File: config.mk
export PLATFORM = sky130hd
export DESIGN_NAME = rv32_core
export DESIGN_NICKNAME = d
export VERILOG_FILES = /design/src/common/rv32_pkg.sv /design/src/divider/rv32_divider.sv /design/src/rv32_alu.sv /design/src/rv32_core.sv /design/src/rv32_decoder.sv /design/src/rv32_pc_unit.sv /design/src/rv32_regfile.sv
export SDC_FILE = /design/constraint.sdc
export NUM_CORES = 2
export LEC_CHECK = 0
export BUFFER_PORTS_ARGS = -buffer_cell sky130_fd_sc_hd__buf_2
export CORE_MARGIN = 2
export CORE_UTILIZATION = 40
export CTS_BUF_LIST = sky130_fd_sc_hd__clkbuf_2 sky130_fd_sc_hd__clkbuf_4 sky130_fd_sc_hd__clkbuf_8
export DETAILED_ROUTE_END_ITERATION = 10
export SYNTH_ARGS = -nofsm -noshare
export SYNTH_HDL_FRONTEND = slang
export SYNTH_SLANG_ARGS = --single-unit
export TNS_END_PERCENT = 5
File: constraint.sdc
create_clock -name clk -period 10.7 [get_ports clk]
set_input_delay 1.605 -clock clk [delete_from_list [all_inputs] [get_ports clk]]
set_output_delay 1.605 -clock clk [all_outputs]
set_load 0.02 [all_outputs]
File: src/common/rv32_pkg.sv
`default_nettype none

package rv32_pkg;

    localparam int XLEN      = 32;           // register and data width
    localparam int NREGS     = 32;           // x0 to x31
    localparam int DIV_STEPS = 32;           // one quotient bit per step

    // major opcodes of the supported subset
    typedef enum logic [6:0] {
        opc_load   = 7'b0000011,
        opc_op_imm = 7'b0010011,
        opc_auipc  = 7'b0010111,
        opc_store  = 7'b0100011,
        opc_op     = 7'b0110011,
        opc_lui    = 7'b0110111,
        opc_branch = 7'b1100011,
        opc_jalr   = 7'b1100111,
        opc_jal    = 7'b1101111
    } opcode_t;

    typedef enum logic [3:0] {
        alu_add,
        alu_sub,
        alu_and,
        alu_or,
        alu_xor,
        alu_sll,
        alu_srl,
        alu_sra,
        alu_slt,
        alu_sltu,
        alu_pass_b                           // lui
    } alu_op_t;

    // same encoding as funct3 of the branches
    typedef enum logic [2:0] {
        br_eq  = 3'b000,
        br_ne  = 3'b001,
        br_lt  = 3'b100,
        br_ge  = 3'b101,
        br_ltu = 3'b110,
        br_geu = 3'b111
    } br_op_t;

    typedef enum logic [1:0] {
        wb_alu  = 2'b00,
        wb_load = 2'b01,
        wb_pc4  = 2'b10,                     // link address
        wb_div  = 2'b11
    } wb_sel_t;

endpackage

`default_nettype wire

File: src/divider/rv32_divider.sv
`default_nettype none

module rv32_divider #(
    parameter int DIV_STEPS = 32
) (
    input  logic                      clk,
    input  logic                      clrn,
    input  logic                      i_start,
    input  logic                      i_signed,
    input  logic [rv32_pkg::XLEN-1:0] i_dividend,
    input  logic [rv32_pkg::XLEN-1:0] i_divisor,
    output logic [rv32_pkg::XLEN-1:0] o_quotient,
    output logic [rv32_pkg::XLEN-1:0] o_remainder,
    output logic                      o_done
);
    import rv32_pkg::*;

    localparam int CW = $clog2(DIV_STEPS + 1);

    logic [CW-1:0]   cnt;                        // steps left or zero when idle
    logic [XLEN-1:0] quo;                        // dividend bits shift out as quotient bits shift in
    logic [XLEN-1:0] rem;
    logic [XLEN-1:0] dvsr;                       // divisor magnitude
    logic            neg_q;
    logic            neg_r;
    logic            dvsr_zero;
    logic [XLEN:0]   rem_sh;
    logic [XLEN:0]   diff;
    logic [XLEN-1:0] quo_next;
    logic [XLEN-1:0] rem_next;

    // one restoring step
    assign rem_sh   = {rem, quo[XLEN-1]};
    assign diff     = rem_sh - {1'b0, dvsr};
    assign quo_next = {quo[XLEN-2:0], ~diff[XLEN]};
    assign rem_next = diff[XLEN] ? rem_sh[XLEN-1:0] : diff[XLEN-1:0];  // restore on borrow

    always_ff @(posedge clk or negedge clrn) begin
        if (!clrn) begin
            cnt    <= '0;
            o_done <= 1'b0;
        end else begin
            o_done <= (cnt == CW'(1));           // high in the cycle after the last step
            if (i_start) begin
                cnt <= CW'(DIV_STEPS);
            end else if (cnt != '0) begin
                cnt <= cnt - 1'b1;
            end
        end
    end

    always_ff @(posedge clk) begin
        if (i_start) begin
            quo       <= (i_signed && i_dividend[XLEN-1]) ? -i_dividend : i_dividend;
            rem       <= '0;
            dvsr      <= (i_signed && i_divisor[XLEN-1]) ? -i_divisor : i_divisor;
            neg_q     <= i_signed && (i_dividend[XLEN-1] ^ i_divisor[XLEN-1]);
            neg_r     <= i_signed && i_dividend[XLEN-1];  // remainder takes dividend sign
            dvsr_zero <= (i_divisor == '0);
        end else if (cnt != '0) begin
            quo <= quo_next;
            rem <= rem_next;
        end
        // signs fixed on the last step and held until the next start
        if (!i_start && cnt == CW'(1)) begin
            o_quotient  <= dvsr_zero ? '1 : (neg_q ? -quo_next : quo_next);
            o_remainder <= neg_r ? -rem_next : rem_next;
        end
    end

endmodule

`default_nettype wire

File: src/rv32_alu.sv
`default_nettype none

module rv32_alu (
    input  rv32_pkg::alu_op_t         i_op,
    input  logic [rv32_pkg::XLEN-1:0] i_a,
    input  logic [rv32_pkg::XLEN-1:0] i_b,
    output logic [rv32_pkg::XLEN-1:0] o_result
);
    import rv32_pkg::*;

    logic [4:0] shamt;
    logic       lt_s;
    logic       lt_u;

    assign shamt = i_b[4:0];                       // rs2 or the shamt field
    assign lt_s  = $signed(i_a) < $signed(i_b);
    assign lt_u  = i_a < i_b;

    always_comb begin
        case (i_op)
            alu_add:    o_result = i_a + i_b;
            alu_sub:    o_result = i_a - i_b;
            alu_and:    o_result = i_a & i_b;
            alu_or:     o_result = i_a | i_b;
            alu_xor:    o_result = i_a ^ i_b;
            alu_sll:    o_result = i_a << shamt;
            alu_srl:    o_result = i_a >> shamt;
            alu_sra:    o_result = $signed(i_a) >>> shamt;
            alu_slt:    o_result = {{(XLEN-1){1'b0}}, lt_s};
            alu_sltu:   o_result = {{(XLEN-1){1'b0}}, lt_u};
            alu_pass_b: o_result = i_b;
            default:    o_result = '0;
        endcase
    end

endmodule

`default_nettype wire

File: src/rv32_core.sv
`default_nettype none

module rv32_core (
    input  logic                      clk,
    input  logic                      clrn,
    input  logic [31:0]               i_inst,
    input  logic [rv32_pkg::XLEN-1:0] i_rdata,
    output logic [rv32_pkg::XLEN-1:0] o_pc,
    output logic [rv32_pkg::XLEN-1:0] o_addr,
    output logic [rv32_pkg::XLEN-1:0] o_wdata,
    output logic                      o_wmem
);
    import rv32_pkg::*;

    logic [4:0]      rs1, rs2, rd;
    logic            wreg;
    alu_op_t         alu_op;
    logic            src_imm, src_pc;
    logic [XLEN-1:0] imm;
    logic            branch, jal, jalr;
    br_op_t          br_op;
    wb_sel_t         wb_sel;
    logic            div_start, div_signed, div_rem, div_done;
    logic            pc_hold;
    logic [XLEN-1:0] rs1_val, rs2_val;
    logic [XLEN-1:0] alu_a, alu_b, alu_result;
    logic [XLEN-1:0] pc_plus4;
    logic [XLEN-1:0] quotient, remainder;
    logic [XLEN-1:0] wb_data;

    assign alu_a   = src_pc ? o_pc : rs1_val;    // auipc uses the pc
    assign alu_b   = src_imm ? imm : rs2_val;
    assign wb_data = (wb_sel == wb_load) ? i_rdata :
                     (wb_sel == wb_pc4)  ? pc_plus4 :
                     (wb_sel == wb_div)  ? (div_rem ? remainder : quotient) :
                                           alu_result;
    assign o_addr  = alu_result;
    assign o_wdata = rs2_val;

    rv32_decoder decoder_i (
        .clk(clk), .clrn(clrn), .i_inst(i_inst), .i_div_done(div_done),
        .o_rs1(rs1), .o_rs2(rs2), .o_rd(rd), .o_wreg(wreg), .o_alu_op(alu_op),
        .o_src_imm(src_imm), .o_src_pc(src_pc), .o_imm(imm), .o_branch(branch),
        .o_br_op(br_op), .o_jal(jal), .o_jalr(jalr), .o_wb_sel(wb_sel), .o_wmem(o_wmem),
        .o_div_start(div_start), .o_div_signed(div_signed), .o_div_rem(div_rem),
        .o_pc_hold(pc_hold)
    );

    rv32_regfile regfile_i (
        .clk(clk), .clrn(clrn), .i_rs1(rs1), .i_rs2(rs2), .i_rd(rd), .i_we(wreg),
        .i_wdata(wb_data), .o_rdata1(rs1_val), .o_rdata2(rs2_val)
    );

    rv32_alu alu_i (.i_op(alu_op), .i_a(alu_a), .i_b(alu_b), .o_result(alu_result));

    rv32_pc_unit pc_unit_i (
        .clk(clk), .clrn(clrn), .i_hold(pc_hold), .i_branch(branch), .i_br_op(br_op),
        .i_jal(jal), .i_jalr(jalr), .i_rs1_val(rs1_val), .i_rs2_val(rs2_val),
        .i_imm(imm), .o_pc(o_pc), .o_pc_plus4(pc_plus4)
    );

    rv32_divider #(.DIV_STEPS(DIV_STEPS)) divider_i (
        .clk(clk), .clrn(clrn), .i_start(div_start), .i_signed(div_signed),
        .i_dividend(rs1_val), .i_divisor(rs2_val), .o_quotient(quotient),
        .o_remainder(remainder), .o_done(div_done)
    );

endmodule

`default_nettype wire

File: src/rv32_decoder.sv
`default_nettype none

module rv32_decoder (
    input  logic                    clk,
    input  logic                    clrn,
    input  logic [31:0]             i_inst,
    input  logic                    i_div_done,
    output logic [4:0]              o_rs1,
    output logic [4:0]              o_rs2,
    output logic [4:0]              o_rd,
    output logic                    o_wreg,
    output rv32_pkg::alu_op_t       o_alu_op,
    output logic                    o_src_imm,
    output logic                    o_src_pc,
    output logic [31:0]             o_imm,
    output logic                    o_branch,
    output rv32_pkg::br_op_t        o_br_op,
    output logic                    o_jal,
    output logic                    o_jalr,
    output rv32_pkg::wb_sel_t       o_wb_sel,
    output logic                    o_wmem,
    output logic                    o_div_start,
    output logic                    o_div_signed,
    output logic                    o_div_rem,
    output logic                    o_pc_hold
);
    import rv32_pkg::*;

    opcode_t     opcode;
    logic [2:0]  funct3;
    logic [6:0]  funct7;
    logic [31:0] imm_i, imm_s, imm_b, imm_u, imm_j;
    alu_op_t     alu_f3;                     // operation picked by funct3
    logic        rr_legal;
    logic        is_div;
    logic        div_issued;                 // divide in flight

    assign opcode = opcode_t'(i_inst[6:0]);
    assign funct3 = i_inst[14:12];
    assign funct7 = i_inst[31:25];
    assign o_rd   = i_inst[11:7];
    assign o_rs1  = i_inst[19:15];
    assign o_rs2  = i_inst[24:20];

    assign imm_i = {{20{i_inst[31]}}, i_inst[31:20]};
    assign imm_s = {{20{i_inst[31]}}, i_inst[31:25], i_inst[11:7]};
    assign imm_b = {{19{i_inst[31]}}, i_inst[31], i_inst[7], i_inst[30:25], i_inst[11:8], 1'b0};
    assign imm_u = {i_inst[31:12], 12'h000};
    assign imm_j = {{11{i_inst[31]}}, i_inst[31], i_inst[19:12], i_inst[20], i_inst[30:21], 1'b0};

    // funct7 is either zero or 0100000 on sub and sra
    assign rr_legal = (funct7 == 7'b0000000) ||
                      (funct7 == 7'b0100000 && (funct3 == 3'b000 || funct3 == 3'b101));
    assign is_div   = (opcode == opc_op) && (funct7 == 7'b0000001) && funct3[2];

    always_comb begin
        case (funct3)
            3'b000:  alu_f3 = (opcode == opc_op && funct7[5]) ? alu_sub : alu_add;
            3'b001:  alu_f3 = alu_sll;
            3'b010:  alu_f3 = alu_slt;
            3'b011:  alu_f3 = alu_sltu;
            3'b100:  alu_f3 = alu_xor;
            3'b101:  alu_f3 = funct7[5] ? alu_sra : alu_srl;
            3'b110:  alu_f3 = alu_or;
            default: alu_f3 = alu_and;
        endcase
    end

    always_comb begin
        o_wreg    = 1'b0;
        o_alu_op  = alu_add;
        o_src_imm = 1'b0;
        o_src_pc  = 1'b0;
        o_imm     = imm_i;
        o_branch  = 1'b0;
        o_jal     = 1'b0;
        o_jalr    = 1'b0;
        o_wb_sel  = wb_alu;
        o_wmem    = 1'b0;
        case (opcode)
            opc_op: begin
                if (funct7 == 7'b0000001) begin
                    o_wb_sel = wb_div;
                    o_wreg   = is_div && i_div_done;   // mul is not implemented
                end else begin
                    o_alu_op = alu_f3;
                    o_wreg   = rr_legal;
                end
            end
            opc_op_imm: begin
                o_alu_op  = alu_f3;
                o_src_imm = 1'b1;
                o_wreg    = 1'b1;
            end
            opc_load: begin
                o_src_imm = 1'b1;
                o_wb_sel  = wb_load;
                o_wreg    = (funct3 == 3'b010);        // lw only
            end
            opc_store: begin
                o_imm     = imm_s;
                o_src_imm = 1'b1;
                o_wmem    = (funct3 == 3'b010);        // sw only
            end
            opc_branch: begin
                o_imm    = imm_b;
                o_branch = 1'b1;
            end
            opc_jal: begin
                o_imm    = imm_j;
                o_jal    = 1'b1;
                o_wb_sel = wb_pc4;
                o_wreg   = 1'b1;
            end
            opc_jalr: begin
                o_jalr   = (funct3 == 3'b000);
                o_wb_sel = wb_pc4;
                o_wreg   = (funct3 == 3'b000);
            end
            opc_lui: begin
                o_imm     = imm_u;
                o_alu_op  = alu_pass_b;
                o_src_imm = 1'b1;
                o_wreg    = 1'b1;
            end
            opc_auipc: begin
                o_imm     = imm_u;
                o_src_pc  = 1'b1;
                o_src_imm = 1'b1;
                o_wreg    = 1'b1;
            end
            default: ;
        endcase
    end

    assign o_br_op      = br_op_t'(funct3);
    assign o_div_start  = is_div && !div_issued;  // first cycle of the divide
    assign o_div_signed = !funct3[0];             // div and rem
    assign o_div_rem    = funct3[1];
    assign o_pc_hold    = is_div && !i_div_done;

    always_ff @(posedge clk or negedge clrn) begin
        if (!clrn) begin
            div_issued <= 1'b0;
        end else if (o_div_start) begin
            div_issued <= 1'b1;
        end else if (i_div_done) begin
            div_issued <= 1'b0;
        end
    end

endmodule

`default_nettype wire

File: src/rv32_pc_unit.sv
`default_nettype none

module rv32_pc_unit (
    input  logic                      clk,
    input  logic                      clrn,
    input  logic                      i_hold,
    input  logic                      i_branch,
    input  rv32_pkg::br_op_t          i_br_op,
    input  logic                      i_jal,
    input  logic                      i_jalr,
    input  logic [rv32_pkg::XLEN-1:0] i_rs1_val,
    input  logic [rv32_pkg::XLEN-1:0] i_rs2_val,
    input  logic [rv32_pkg::XLEN-1:0] i_imm,
    output logic [rv32_pkg::XLEN-1:0] o_pc,
    output logic [rv32_pkg::XLEN-1:0] o_pc_plus4
);
    import rv32_pkg::*;

    logic            taken;
    logic [XLEN-1:0] jalr_sum;
    logic [XLEN-1:0] pc_next;

    always_comb begin
        case (i_br_op)
            br_eq:   taken = (i_rs1_val == i_rs2_val);
            br_ne:   taken = (i_rs1_val != i_rs2_val);
            br_lt:   taken = $signed(i_rs1_val) < $signed(i_rs2_val);
            br_ge:   taken = $signed(i_rs1_val) >= $signed(i_rs2_val);
            br_ltu:  taken = i_rs1_val < i_rs2_val;
            br_geu:  taken = i_rs1_val >= i_rs2_val;
            default: taken = 1'b0;              // funct3 010 and 011 undefined
        endcase
    end

    assign o_pc_plus4 = o_pc + 32'd4;
    assign jalr_sum   = i_rs1_val + i_imm;

    always_comb begin
        if (i_jalr) begin
            pc_next = {jalr_sum[XLEN-1:1], 1'b0};  // bit 0 cleared
        end else if (i_jal || (i_branch && taken)) begin
            pc_next = o_pc + i_imm;
        end else begin
            pc_next = o_pc_plus4;
        end
    end

    always_ff @(posedge clk or negedge clrn) begin
        if (!clrn) begin
            o_pc <= '0;
        end else if (!i_hold) begin
            o_pc <= pc_next;
        end
    end

endmodule

`default_nettype wire

File: src/rv32_regfile.sv
`default_nettype none

module rv32_regfile (
    input  logic                      clk,
    input  logic                      clrn,
    input  logic [4:0]                i_rs1,
    input  logic [4:0]                i_rs2,
    input  logic [4:0]                i_rd,
    input  logic                      i_we,
    input  logic [rv32_pkg::XLEN-1:0] i_wdata,
    output logic [rv32_pkg::XLEN-1:0] o_rdata1,
    output logic [rv32_pkg::XLEN-1:0] o_rdata2
);
    import rv32_pkg::*;

    logic [XLEN-1:0] regs [NREGS];

    always_ff @(posedge clk or negedge clrn) begin
        if (!clrn) begin
            for (int i = 0; i < NREGS; i++) begin
                regs[i] <= '0;
            end
        end else if (i_we && i_rd != 5'd0) begin   // x0 stays zero
            regs[i_rd] <= i_wdata;
        end
    end

    assign o_rdata1 = (i_rs1 == 5'd0) ? '0 : regs[i_rs1];
    assign o_rdata2 = (i_rs2 == 5'd0) ? '0 : regs[i_rs2];

endmodule

`default_nettype wire

==> reports/qor.yml <==
timing:
  finalHoldViolCount: 0
  min_period_ns: 10.01
  fmax_ghz: 0.0999
  finalMaxSlewViolations: 5
  fin_skew_ns: 0.101
  rsz0062_at_grt: "no"
  finalSetupTns_ns: 0
  period_share: 0.935
  worstMarginPinSlew_ns: 1.55
  maxSlewHeadroom: -0.0344
  finalSetupViolCount: 0
die:
  num_rows: 166
  die-area_sq_mm: 0.210
  pin_count: 163
  coreArea_sq_mm: 0.205
  die_h_microns: 458
  initial_core_util: 0.402
  die_x_microns: 458
clocking:
  cts_tree: "yes"
  clock_tree.root_cell: "clkbuf_8"
  cts-hold-fix-buffers: 0
  ctsResizeCount: 0
  post_cts_buffers: 0
  cts.path.max_buffers: 3
  worstSkewPairLatency_ns: 1.04
  cts_htree_levels: 4
  cts_made_buffers: 210
  path_clk_slew_ns: 0.06
  cts_sinks: 1227
logic_synthesis:
  synth_top_cell_by_area: "dfrtp_1"
  synth_common_cells: "nand2_1, dfrtp_1, o21ai_0, mux2i_1, clkbuf_1"
  synthFlopType: "dfrtp_1"
  synth.area.top_cells: "dfrtp_1, mux2i_1, mux4_2"
  synth-edff-count: 131
  syn_avg_cell_area_sq_um: 9.45
  syn-num-nets: 9031
  async_flop_share: 0.867
  seq_area_frac_synth: 0.379
  synthDominantCellAreaShare: 0.323
  syn_inst: 8716
  synth_most_common_cell: "nand2_1"
  yosys_warnings: 0
  synth.cell_area_sq_mm: 0.0824
  synth-seq-cells: 1227
  synthDistinctLibCells: 99
pwr:
  peakVddDrop_uv: 167
  p_leak_nw: 40.7
  powerDensity_mw_per_mm2: 179
setup_path:
  startpoint_type: "input pin"
  slowest_stage: "mux4_2"
  crit_required_ns: 9.10
  setup.reg_to_reg.worst_slack_ns: 3.11
  max_stage_delay_ns: 0.56
  worstReg2RegStart: "regfile_i.regs[430]"
  arrival_ns: 8.40
  crit_path_end_kind: "primary output"
  crit_type: "in2out"
  crit_fanout: 69
  ff2ff_path_depth: 20
  crit_start: "i_inst[20]"
  cp_cell_sequence: "buf_8 > buf_4 > mux4_2 > a221o_1 > o211ai_1 > inv_1 > a21o_1 > ha_1 > or3_1 > nand2b_1 > nor2_1 > nand3_1 > a2111o_1 > nand2_1 > a21oi_1 > o2111ai_1 > a21oi_1 > or4_1 > a211o_1 > buf_2"
  cpMostUsedCell: "a21oi_1"
global_route:
  grt_max_degree: 173
  antenna_found_initial: 26
  track_usage: 0.341
  grt_remaining_overflow: 0
  grt_pass1_vias: 71600
  grt_pass1_wl_microns: 523000
placed_design:
  gp_congestion: 1.02
  port_buffers: 162
  dp_hpwl_microns: 261000
detailed_routing:
  ant_nets: 0
  vias: 74500
  dr.pass1.iters: 9
  drt_wl_total_microns: 366000
  wl_per_cell_microns: 31.6
  drt-initial-drc-count: 9392
  drcViolationCount: 0
  via_per_inst: 6.43
finish:
  final_nets: 9022
  drive_gt1_frac: 0.185
  utilization: 0.448
  area_growth_pct: 11.2
run:
  cap_violations: 1
run_status:
  violations: "max-capacitance violations, max-slew violations"
  outcome: "finished with violations"
worst_hold_path:
  hold_depth: 0
  hold_start: "regfile_i.regs[1014]"
  hold_class: "reg2reg"
==> critical path, delay by kind of cell <==
kind / cells / cell delay, ns
muxes: 1 / 0.56
buffers and inverters: 4 / 1.69
AOI/OAI and AO/OA: 8 / 2.45
and+or+nand+nor: 6 / 1.57
adders and majority gates: 1 / 0.33
==> through the flow <==
stage               hold slack (ns)  worst slack [ns]  std cells  total power (W)  area, sq um
floorplan                     0.445              1.47       8716          0.00934        82400
global placement              0.383             0.861      11200           0.0115        86800
detailed placement            0.387             0.809      11200           0.0115        86800
CTS                           0.403             0.768      11600           0.0163        91600
global route                  0.412             0.349      11600           0.0171        91600
finish                        0.402             0.691      11600           0.0164        91700
==> power by group <==
part	leakage [nW]	internal, W	total [W]	switching [W]
combinational	22.0	0.00203	0.00585	0.00382
clock	2.53	0.00265	0.00481	0.00216
sequential	16.1	0.00522	0.00576	0.000542
==> worst paths after layout <==
check                                       endpoint
worst max-delay path                      o_addr[29]
min in group asynchronous        regfile_i.regs[983]
worst min-delay path            regfile_i.regs[1014]
worst min register to register  regfile_i.regs[1014]
max in group asynchronous        regfile_i.regs[984]
worst max register to register   regfile_i.regs[567]
==> state kept, by name (all words and copies together) (netlist names) <==
register	cells
divider_i.neg_q	1
pc_unit_i.o_pc	32
divider_i.rem	32
divider_i.neg_r	1
divider_i.o_remainder	32
decoder_i.div_issued	1
divider_i.cnt	6
divider_i.dvsr_zero	1
regfile_i.regs	1024
divider_i.dvsr	32
divider_i.quo	32
divider_i.o_done	1
divider_i.o_quotient	32
==> layout by cell type (no fill, tap or decap), drive strengths merged, types with 37 or more instances in the layout <==
cell type / n
xor2: 95
a22oi: 310
clkbuf: 328
o22ai: 63
nand4: 45
a221oi: 44
and2: 47
o21a: 48
nor2: 389
o31ai: 44
nor4: 51
clkinv: 37
a21oi: 461
o211ai: 43
nand2: 1183
nor3: 117
dfrtp: 1064
a31oi: 92
a211oi: 75
inv: 269
xnor2: 147
edfxtp: 131
buf: 531
mux2i: 721
and3: 45
a21o: 89
or3: 39
nand3: 79
mux4: 252
o21ai: 1000
mux2: 319
ha: 244
==> per-layer routing <==
| metal | GRT usage | vias to the layer above | wire (microns) |
|---|---|---|---|
| met5 | 0 | - | 55 |
| met4 | 0.210 | 8 | 26100 |
| met3 | 0.0797 | 1071 | 34600 |
| met2 | 0.520 | 4209 | 161000 |
| met1 | 0.440 | 37200 | 145000 |
| li1 | - | 32000 | - |
==> cell type report <==
| cell class | count | area [sq um] |
|---|---|---|
| Antenna cell | 17 | 42.5 |
| Clock buffer | 328 | 4150 |
| Clock inverter | 59 | 629 |
| Fill cell | 19500 | 113000 |
| Inverter | 257 | 967 |
| Multi-Input combinational cell | 6480 | 47500 |
| Sequential cell | 1227 | 31200 |
| Tap cell | 2688 | 3360 |
| Timing Repair Buffer | 531 | 3830 |
==> logic make-up after synthesis <==
logic type	share of synthesized area
fa+ha+maj	0.0384
compound gates	0.191
flops	0.379
buf+inv	0.0518
mux	0.200
simple gates	0.114
xor+xnor	0.0257
(Power assumes the default switching activity.)
